### config.mk
export PLATFORM = sky130hd
export DESIGN_NAME = rank_filter_top
export DESIGN_NICKNAME = d
export VERILOG_FILES = /design/src/rtl/sample_pkg.sv /design/src/rtl/rank_pkg.sv /design/src/rtl/sort3_network.sv /design/src/rtl/window_capture.sv /design/src/rtl/sort5_pipeline.sv /design/src/rtl/rank_select.sv /design/src/rtl/rank_filter_top.sv
export VERILOG_INCLUDE_DIRS = /design/src /design/src/include
export SDC_FILE = /design/constraint.sdc
export NUM_CORES = 1
export LEC_CHECK = 0
export BUFFER_PORTS_ARGS = -buffer_cell sky130_fd_sc_hd__clkbuf_2
export CAP_MARGIN = 40
export CELL_PAD_IN_SITES_DETAIL_PLACEMENT = 0
export CELL_PAD_IN_SITES_GLOBAL_PLACEMENT = 1
export CORE_MARGIN = 1.5
export CORE_UTILIZATION = 30
export CTS_CLUSTER_DIAMETER = 40
export DETAILED_ROUTE_END_ITERATION = 8
export HOLD_SLACK_MARGIN = 0.12
export PLACE_DENSITY_LB_ADDON = 0.1
export SYNTH_ARGS = -nofsm -noshare
export SYNTH_HDL_FRONTEND = slang
export SYNTH_SLANG_ARGS = --single-unit
export TNS_END_PERCENT = 30
### constraint.sdc
create_clock -name clk -period 7.59 [get_ports clk]
set_clock_uncertainty 0.05 [all_clocks]
set_input_delay 1.518 -clock clk [delete_from_list [all_inputs] [get_ports clk]]
set_output_delay 1.518 -clock clk [all_outputs]
set_load 0.02 [all_outputs]
### src/include/rank_filter_defs.svh
`ifndef RANK_FILTER_DEFS_SVH
`define RANK_FILTER_DEFS_SVH

// width of one unsigned sample
`define SAMPLE_W 8

// the sorter network is built for exactly five taps
`define WIN_LEN 5

`define RANK_W 3

`endif

### src/rtl/sample_pkg.sv
`default_nettype none

`include "rank_filter_defs.svh"

package sample_pkg;

  typedef logic [`SAMPLE_W-1:0] sample_t;

  // tap[0] holds the newest sample, tap[WIN_LEN-1] the oldest
  typedef struct packed {
    sample_t [`WIN_LEN-1:0] tap;
  } window_t;

  // one window in ascending order
  typedef struct packed {
    sample_t min;
    sample_t second;
    sample_t mid;
    sample_t fourth;
    sample_t max;
  } sorted_t;

endpackage

`default_nettype wire

### src/rtl/rank_pkg.sv
`default_nettype none

`include "rank_filter_defs.svh"

package rank_pkg;

  typedef enum logic [`RANK_W-1:0] {
    rank_min    = 3'd0,
    rank_second = 3'd1,
    rank_mid    = 3'd2,
    rank_fourth = 3'd3,
    rank_max    = 3'd4
  } rank_e;

  // sideband that follows a window down the sort pipeline
  typedef struct packed {
    logic  valid;
    rank_e rank;
  } rank_tag_t;

endpackage

`default_nettype wire

### src/rtl/sort3_network.sv
`timescale 1ns/10ps
`default_nettype none

module sort3_network (
  input  sample_pkg::sample_t a,
  input  sample_pkg::sample_t b,
  input  sample_pkg::sample_t c,
  output sample_pkg::sample_t max,
  output sample_pkg::sample_t med,
  output sample_pkg::sample_t min
);
  import sample_pkg::*;

  sample_t hi_ab;
  sample_t lo_ab;
  sample_t lo_hc;

  // order a and b first
  assign hi_ab = (a > b) ? a : b;
  assign lo_ab = (a > b) ? b : a;

  // the larger of a and b competes with c for the top
  assign max   = (hi_ab > c) ? hi_ab : c;
  assign lo_hc = (hi_ab > c) ? c : hi_ab;

  // what is left splits into middle and bottom
  assign med = (lo_ab > lo_hc) ? lo_ab : lo_hc;
  assign min = (lo_ab > lo_hc) ? lo_hc : lo_ab;

endmodule

`default_nettype wire

### src/rtl/window_capture.sv
`timescale 1ns/10ps
`default_nettype none

`include "rank_filter_defs.svh"

module window_capture (
  input  logic                clk,
  input  logic                rst_n,
  input  sample_pkg::sample_t sample_in,
  input  logic                sample_valid,
  input  logic                flush,
  input  logic [`RANK_W-1:0]  rank_code,
  output sample_pkg::window_t window,
  output rank_pkg::rank_tag_t win_tag
);
  import sample_pkg::*;
  import rank_pkg::*;

  localparam int FILL_W = $clog2(`WIN_LEN + 1);

  logic [FILL_W-1:0] fill;
  logic [FILL_W-1:0] fill_base;
  logic [FILL_W-1:0] fill_next;
  rank_e             rank_dec;

  // a flush drops the old fill before the current sample is counted
  assign fill_base = flush ? '0 : fill;

  always_comb begin
    fill_next = fill_base;
    if (sample_valid && fill_base != FILL_W'(`WIN_LEN)) begin
      fill_next = fill_base + 1'b1;
    end
  end

  always_comb begin
    case (rank_code)
      3'd0:    rank_dec = rank_min;
      3'd1:    rank_dec = rank_second;
      3'd3:    rank_dec = rank_fourth;
      3'd4:    rank_dec = rank_max;
      default: rank_dec = rank_mid; // codes 5 to 7 fall back to the median
    endcase
  end

  always_ff @(posedge clk) begin
    if (!rst_n) begin
      window  <= '0;
      win_tag <= '0;
      fill    <= '0;
    end else begin
      fill          <= fill_next;
      win_tag.valid <= sample_valid && (fill_next == FILL_W'(`WIN_LEN));
      if (sample_valid) begin
        window.tap   <= {window.tap[`WIN_LEN-2:0], sample_in}; // newest enters at tap 0
        win_tag.rank <= rank_dec;
      end
    end
  end

endmodule

`default_nettype wire

### src/rtl/sort5_pipeline.sv
`timescale 1ns/10ps
`default_nettype none

module sort5_pipeline (
  input  logic                clk,
  input  logic                rst_n,
  input  sample_pkg::window_t window,
  input  rank_pkg::rank_tag_t win_tag,
  output sample_pkg::sorted_t sorted,
  output rank_pkg::rank_tag_t sort_tag
);
  import sample_pkg::*;
  import rank_pkg::*;

  sample_t sn1_max, sn1_med, sn1_min;
  sample_t sn2_max, sn2_med, sn2_min;
  sample_t sn3_max, sn3_med, sn3_min;
  sample_t sn4_max, sn4_med, sn4_min;

  sample_t   p1_tap3, p1_tap4, p1_max, p1_med, p1_min;
  rank_tag_t p1_tag;
  sample_t   p2_max, p2_med, p2_min, p2_med1, p2_min1;
  rank_tag_t p2_tag;
  sample_t   p3_max, p3_med, p3_min, p3_min1, p3_max_o;
  rank_tag_t p3_tag;

  // three newest taps are sorted straight off the window register
  sort3_network i_sn1 (
    .a   (window.tap[0]),
    .b   (window.tap[1]),
    .c   (window.tap[2]),
    .max (sn1_max),
    .med (sn1_med),
    .min (sn1_min)
  );

  always_ff @(posedge clk) begin
    if (!rst_n) begin
      p1_tap3 <= '0;
      p1_tap4 <= '0;
      p1_max  <= '0;
      p1_med  <= '0;
      p1_min  <= '0;
      p1_tag  <= '0;
    end else begin
      p1_tap3 <= window.tap[3];
      p1_tap4 <= window.tap[4];
      p1_max  <= sn1_max;
      p1_med  <= sn1_med;
      p1_min  <= sn1_min;
      p1_tag  <= win_tag;
    end
  end

  // overall max comes out of this merge
  sort3_network i_sn2 (
    .a   (p1_max),
    .b   (p1_tap3),
    .c   (p1_tap4),
    .max (sn2_max),
    .med (sn2_med),
    .min (sn2_min)
  );

  always_ff @(posedge clk) begin
    if (!rst_n) begin
      p2_max  <= '0;
      p2_med  <= '0;
      p2_min  <= '0;
      p2_med1 <= '0;
      p2_min1 <= '0;
      p2_tag  <= '0;
    end else begin
      p2_max  <= sn2_max;
      p2_med  <= sn2_med;
      p2_min  <= sn2_min;
      p2_med1 <= p1_med;
      p2_min1 <= p1_min;
      p2_tag  <= p1_tag;
    end
  end

  sort3_network i_sn3 (
    .a   (p2_med1),
    .b   (p2_med),
    .c   (p2_min),
    .max (sn3_max),
    .med (sn3_med),
    .min (sn3_min)
  );

  always_ff @(posedge clk) begin
    if (!rst_n) begin
      p3_max   <= '0;
      p3_med   <= '0;
      p3_min   <= '0;
      p3_min1  <= '0;
      p3_max_o <= '0;
      p3_tag   <= '0;
    end else begin
      p3_max   <= sn3_max; // second largest is settled here
      p3_med   <= sn3_med;
      p3_min   <= sn3_min;
      p3_min1  <= p2_min1;
      p3_max_o <= p2_max;
      p3_tag   <= p2_tag;
    end
  end

  // the low three resolve after the last register
  sort3_network i_sn4 (
    .a   (p3_min1),
    .b   (p3_med),
    .c   (p3_min),
    .max (sn4_max),
    .med (sn4_med),
    .min (sn4_min)
  );

  assign sorted.min    = sn4_min;
  assign sorted.second = sn4_med;
  assign sorted.mid    = sn4_max;
  assign sorted.fourth = p3_max;
  assign sorted.max    = p3_max_o;
  assign sort_tag      = p3_tag;

endmodule

`default_nettype wire

### src/rtl/rank_select.sv
`timescale 1ns/10ps
`default_nettype none

module rank_select (
  input  logic                clk,
  input  logic                rst_n,
  input  sample_pkg::sorted_t sorted,
  input  rank_pkg::rank_tag_t sort_tag,
  output sample_pkg::sample_t filt_out,
  output logic                out_valid
);
  import sample_pkg::*;
  import rank_pkg::*;

  sample_t pick;

  always_comb begin
    case (sort_tag.rank)
      rank_min:    pick = sorted.min;
      rank_second: pick = sorted.second;
      rank_fourth: pick = sorted.fourth;
      rank_max:    pick = sorted.max;
      default:     pick = sorted.mid;
    endcase
  end

  always_ff @(posedge clk) begin
    if (!rst_n) begin
      filt_out  <= '0;
      out_valid <= 1'b0;
    end else begin
      out_valid <= sort_tag.valid;
      if (sort_tag.valid) begin
        filt_out <= pick; // holds the last result between strobes
      end
    end
  end

endmodule

`default_nettype wire

### src/rtl/rank_filter_top.sv
`timescale 1ns/10ps
`default_nettype none

`include "rank_filter_defs.svh"

module rank_filter_top (
  input  logic                clk,
  input  logic                rst_n,
  input  sample_pkg::sample_t sample_in,
  input  logic                sample_valid,
  input  logic [`RANK_W-1:0]  rank_code,
  input  logic                flush,
  output sample_pkg::sample_t filt_out,
  output logic                out_valid
);
  import sample_pkg::*;
  import rank_pkg::*;

  window_t   window;
  rank_tag_t win_tag;
  sorted_t   sorted;
  rank_tag_t sort_tag;

  // decode
  window_capture i_window_capture (
    .clk          (clk),
    .rst_n        (rst_n),
    .sample_in    (sample_in),
    .sample_valid (sample_valid),
    .flush        (flush),
    .rank_code    (rank_code),
    .window       (window),
    .win_tag      (win_tag)
  );

  // execute stage is three cycles deep
  sort5_pipeline i_sort5_pipeline (
    .clk      (clk),
    .rst_n    (rst_n),
    .window   (window),
    .win_tag  (win_tag),
    .sorted   (sorted),
    .sort_tag (sort_tag)
  );

  rank_select i_rank_select (
    .clk       (clk),
    .rst_n     (rst_n),
    .sorted    (sorted),
    .sort_tag  (sort_tag),
    .filt_out  (filt_out),
    .out_valid (out_valid)
  );

endmodule

`default_nettype wire

* After elaboration in Yosys (flattened, before gate mapping)
Index checks and enable logic that the tools add are counted.
Word-level totals: register bits 188, input port bits 15, output and inout bits 9, logic and storage cells 84
Operators by class: $add $sub $neg 1, order comparisons 12, equal/unequal tests 8, muxes and demuxes 28, reduce and logical (&&, ||, !) cells 4
Operator list (number):
- $mux 8 | 24
- $gt 8x8->1 | 12
- $pmux 8 s4 | 1
- $pmux 3 s4 | 1
- $eq 3x3->1 const B | 3
- $eq 3x1->1 const B | 2
- $eq 3x2->1 const B | 2
- $logic_not 3->1 | 2
- $mux 3 | 2
- $add 3x1->3 const B | 1
- $ne 3x3->1 const B | 1
- $logic_and 1x1->1 | 2

* Depth between registers and ports, before layout
depth in word-level cells 7, gate-level depth with buffers 26, gate-level depth less buffers 23

* Hierarchy
A second synthesis with hierarchy kept.
Second synthesis, totals: cell total of the unflattened synthesis 1203, area, all modules 11712.5 µm²
Modules (own cells, without submodules):
- sort5_pipeline | instances 1, cells each 278, area an instance 3594.7 µm²
- sort3_network at i_sort5_pipeline.i_sn2 ... | instances 2, cells each 170, area an instance 1417.6 µm²
- window_capture | instances 1, cells each 171, area an instance 1796.7 µm²
- sort3_network at i_sort5_pipeline.i_sn4 | instances 1, cells each 172, area an instance 1426.4 µm²
- sort3_network at i_sort5_pipeline.i_sn1 | instances 1, cells each 172, area an instance 1387.6 µm²
- rank_select | instances 1, cells each 70, area an instance 671.9 µm²

* Worst setup path before layout
Ideal clock, no wire load.
kind register to register, start reg i_window_capture.window[15] (netlist name), end reg i_sort5_pipeline.p1_med[0], library setup time 0.138 ns, arrival time 4.639 ns, setup slack 2.763 ns, cell stages (with the launch flop) 24, path buffers 2, clock period less this slack 4.827 ns, cell sequence dfxtp_1 > inv_1 > ha_1 > nand2_1 > o21ai_1 > mux2i_1 > a21oi_4 > mux2_2 > ha_1 > nor2b_1 > o21ai_0 > a21oi_1 > o21bai_1 > a22oi_2 > buf_2 > and2_1 > or2_2 > ha_1 > a21o_1 > a21oi_1 > nand2b_1 > o211ai_1 > clkbuf_1 > o32ai_1
Between the ends: longest elaborated chain between the ends 6, elaborated cells on any way between the ends 7, those cells by class order compare: 3; mux: 4
RTL lines:
- $gt 8x8->1 | RTL line sort3_network.sv:19, sort3_network.sv:20
- $mux 8 | RTL line sort3_network.sv:19 | assign hi_ab = (a > b) ? a : b;
- $gt 8x8->1 | RTL line sort3_network.sv:24 | assign lo_hc = (hi_ab > c) ? c : hi_ab;
- $mux 8 | RTL line sort3_network.sv:24
- $gt 8x8->1 | RTL line sort3_network.sv:27 | assign med = (lo_ab > lo_hc) ? lo_ab : lo_hc;
- $mux 8 (*) | RTL line sort3_network.sv:27
- end signal, assigned | RTL line sort5_pipeline.sv:49 | p1_med <= sn1_med;
- end, declared | RTL line sort5_pipeline.sv:20 | sample_t p1_tap3, p1_tap4, p1_max, p1_med, p1_min;
Mark *: on every way between the ends. The rest lies on a longest branch, timed or not. A chain may end at the register's enable or synchronous reset.

* Final worst setup path
start reg i_sort5_pipeline.p3_med[5], end reg i_rank_select.filt_out[3]
Between the ends: longest elaborated chain between the ends 7, elaborated cells on any way between the ends 10, those cells by class order compare: 3; mux: 7
RTL lines:
- start, declared | RTL line sort5_pipeline.sv:24 | sample_t p3_max, p3_med, p3_min, p3_min1, p3_max_o;
- start signal, assigned | RTL line sort5_pipeline.sv:102 | p3_med <= sn3_med;
- $gt 8x8->1 | RTL line sort3_network.sv:19, sort3_network.sv:20
- $mux 8 | RTL line sort3_network.sv:19
- $gt 8x8->1 | RTL line sort3_network.sv:23, sort3_network.sv:24
- $mux 8 | RTL line sort3_network.sv:24
- $gt 8x8->1 | RTL line sort3_network.sv:27, sort3_network.sv:28
- $mux 8, on equally long branches | RTL line sort3_network.sv:27, sort3_network.sv:28
- $pmux 8 s4 (*) | RTL line rank_select.sv:18 | case (sort_tag.rank)
- end signal, assigned | RTL line rank_select.sv:34 | filt_out <= pick;
- end, declared | RTL line rank_select.sv:9 | output sample_pkg::sample_t filt_out,
Marked as above.

==> results_dict.tcl <==
set metrics [dict create \
    status "finished clean" \
    crit_end "i_rank_select.filt_out[3]" \
    dp_hpwl_um 19310 \
    num_vias 7049 \
    cp_max_fo 16 \
    setup_viol 0 \
    slew_viol_final 0 \
    synth_edf_count 0 \
    grt_pass1_wl_um 38900 \
    drt_first_pass_iters 4 \
    crit_start "i_sort5_pipeline.p3_med[5]" \
    period_needed_ps 5704 \
    drt_iter0_drc 366 \
    post-route-util_pct 34.40 \
    grt_start_max_net_pins 77 \
    synth.top_cell.area_share_pct 37.52 \
    drv_cap 0 \
    cp_data_arrival_time_ps 6010 \
    drc 0 \
    root_buffer "clkbuf_16" \
    io_buffers 23 \
    syn_nets 1161 \
    register_area_um2 3764 \
    vdd_drop_max_uv 290.6 \
    cts_tree "built" \
    tightest_slew_ps 797.8 \
    synth_commonest_cells "dfxtp_1, ha_1, mux2i_1" \
    gp_congestion 0.8178 \
    post_cts_resized 0 \
    grt_usage_pct 15.02 \
    synth_seq_cells 188 \
    criticalPathCategory "register to register" \
    clock_latency_ps 440 \
    hold_viol 0 \
    worst-endpoint-required_ps 7900 \
    cts_buffers 17 \
    post-synth-top-count-cell "dfxtp_1" \
    period_share_pct 75.16 \
    syn_inst 1048 \
    leakagePower_nw 4.777 \
    syn_avg_cell_area_um2 9.571 \
    finalNetCount 1173 \
    routedWlPerCell_um 16.29 \
    synthFlopType "dfxtp_1" \
    yosysWarnings 0 \
    die_area_um2 34540 \
    antenna_found_initial 0 \
    syn_area_um2 10030 \
    antenna_cells 0 \
    min_path_type "register to register" \
    first_global_vias 6864 \
    clk_pin_slew_ps 70 \
    async_flop_share_pct 0 \
    hold_buffers 0 \
    p_per_area_nw_per_um2 447.0 \
    fp.dieW_um 185.9 \
    overflow 0 \
    multi_input_area_um2 5727 \
    final_antenna_net_count 0 \
    start_util_pct 30.67 \
    synthTopCellsByArea "dfxtp_1, ha_1, mux2i_1" \
    relSlewSlack_pct 46.81 \
    wirelength_um 24680 \
    cts.sinks 188 \
    drive_gt1_share_pct 13.42 \
    finalWorstSetupSlack_ps 1886 \
    cp-end-kind "register" \
    rows 66 \
    place_ws_ps 1838 \
    crit-reg2reg-capture "i_rank_select.filt_out[3]" \
    r2r_setup_slack_ps 1890 \
    die_h_um 185.9 \
    postCtsSetupRepairBufs 0 \
    reg2reg_depth 20 \
    cts_max_level 4 \
    fill_cells 3496 \
    vias_per_cell 4.653 \
    yosysSeqAreaShare_pct 37.52 \
    tns_ps 0 \
    synth_top_area_cell "dfxtp_1" \
    core_um2 32700 \
    rsz0062_at_grt "false" \
    clk_path_buf_depth 2 \
    worstReg2RegStart "i_sort5_pipeline.p3_med[5]" \
    boundaryPins 24 \
    start_kind "register" \
    area_growth_pct 12.14 \
    clock.fmax_mhz 175.3 \
    ys_types 48 \
]
-- state kept, by name, indices dropped and copies added (netlist names) --
register and flops:
i_sort5_pipeline.p1_tap4 8, i_sort5_pipeline.p2_tag 4, i_sort5_pipeline.p3_max 8, i_rank_select.out_valid 1, i_window_capture.window 40, i_sort5_pipeline.p2_med 8, i_sort5_pipeline.p1_max 8, i_sort5_pipeline.p2_max 8
i_window_capture.fill 3, i_rank_select.filt_out 8, i_sort5_pipeline.p3_min 8, i_sort5_pipeline.p3_max_o 8, i_sort5_pipeline.p2_min1 8, i_window_capture.win_tag 4, i_sort5_pipeline.p1_med 8, i_sort5_pipeline.p3_med 8
i_sort5_pipeline.p1_tag 4, i_sort5_pipeline.p1_min 8, i_sort5_pipeline.p1_tap3 8, i_sort5_pipeline.p2_min 8, i_sort5_pipeline.p3_min1 8, i_sort5_pipeline.p2_med1 8, i_sort5_pipeline.sort_tag 4
-- worst max-delay path, stage by stage, from the launching register on --
cell      delay (ps)
dfxtp_1          460
inv_1             80
ha_1             300
a21oi_1          130
o21ai_0          110
o21ai_2          660
mux2_2           450
ha_1             300
nor2b_1          130
o211ai_1         160
a21oi_1          110
o21ai_0          200
buf_4            250
mux2i_1          240
ha_1             270
a211oi_1         360
o21ai_0          160
o221a_2          290
a211oi_2         490
o21ai_0          220
a31oi_1          210
-- layer usage --
metal  GRT usage, %  up-vias  part of all wire, %
li1               -     3720                    -
met4          4.742        0                  1.6
met5              0        -                    0
met2          24.63       66                   46
met1          20.15     3242                   50
met3          2.289       21                  2.1
-- how the worst min path moves through the flow --
stage          slack (ps)                   startpoint  cells after the start                      endpoint
2_1_floorplan         360  i_window_capture.win_tag[3]                      1    i_sort5_pipeline.p1_tag[3]
3_3_place_gp          360   i_sort5_pipeline.p1_tag[1]                      1    i_sort5_pipeline.p2_tag[1]
3_5_place_dp          370   i_sort5_pipeline.p1_min[7]                      1   i_sort5_pipeline.p2_min1[7]
4_1_cts               390   i_sort5_pipeline.p1_min[7]                      1   i_sort5_pipeline.p2_min1[7]
5_1_grt               400   i_sort5_pipeline.p2_max[4]                      1  i_sort5_pipeline.p3_max_o[4]
6_report              380   i_sort5_pipeline.p1_min[4]                      1   i_sort5_pipeline.p2_min1[4]
-- cell type report --
cell class	instances	share of cell area, %
Tap cell	442	4.917
Clock buffer	21	4.182
Clock inverter	11	1.791
Sequential cell	188	33.46
Timing Repair Buffer	36	1.869
Inverter	86	2.870
Multi-Input combinational cell	731	50.91
-- cell families after synthesis --
group,after synthesis,share of synthesized area [%]
AOI/OAI and AO/OA,203,14.61
xor gates and xnor gates,2,0.1747
buffers and inverters,129,5.389
muxes,130,13.42
adders and majority gates,98,12.22
DFF,188,37.52
and+or+nand+nor,298,16.66
-- stage by stage --
step | hold WS, ps | cell area (um^2) | total power, mW | instances
after global routing | 396.0 | 11250 | 5.466 | 1515
after global placement | 364.9 | 10570 | 4.047 | 1481
final | 383.0 | 11250 | 5.028 | 1515
after detailed placement | 368.4 | 10580 | 4.044 | 1483
after CTS | 385.9 | 11250 | 5.099 | 1515
after floorplan | 361.9 | 10030 | 3.400 | 1048
-- cells in the final DEF (no fill, tap or decap), types with 3 or more instances in the layout --
master / synthesis / final
a21o_1: 6 / 6
a21oi_1: 32 / 32
a21oi_4: 3 / 3
a22oi_1: 11 / 11
a31oi_1: 15 / 15
and2_1: 79 / 79
buf_4: 0 / 12
bufinv_16: 0 / 5
clkbuf_16: 0 / 17
clkbuf_2: 0 / 22
clkbuf_8: 0 / 3
dfxtp_1: 188 / 188
ha_1: 98 / 98
inv_1: 86 / 86
inv_6: 0 / 3
mux2_2: 36 / 36
mux2i_1: 94 / 94
nand2_1: 30 / 30
nand2b_1: 6 / 6
nand3_1: 10 / 10
nand4_1: 17 / 17
nor2_1: 52 / 52
nor2b_1: 71 / 71
o211a_1: 11 / 11
o211ai_1: 6 / 6
o21a_1: 6 / 6
o21ai_0: 45 / 45
o21ai_1: 5 / 5
o21ai_2: 4 / 4
o32ai_1: 48 / 48
or2_2: 23 / 23
-- power breakdown --
group,total [mW],switching [mW],internal [mW]
Sequential,1.16,0.0577,1.10
Combinational,2.85,1.70,1.15
Clock,1.02,0.405,0.616
(Power assumes the default switching activity.)
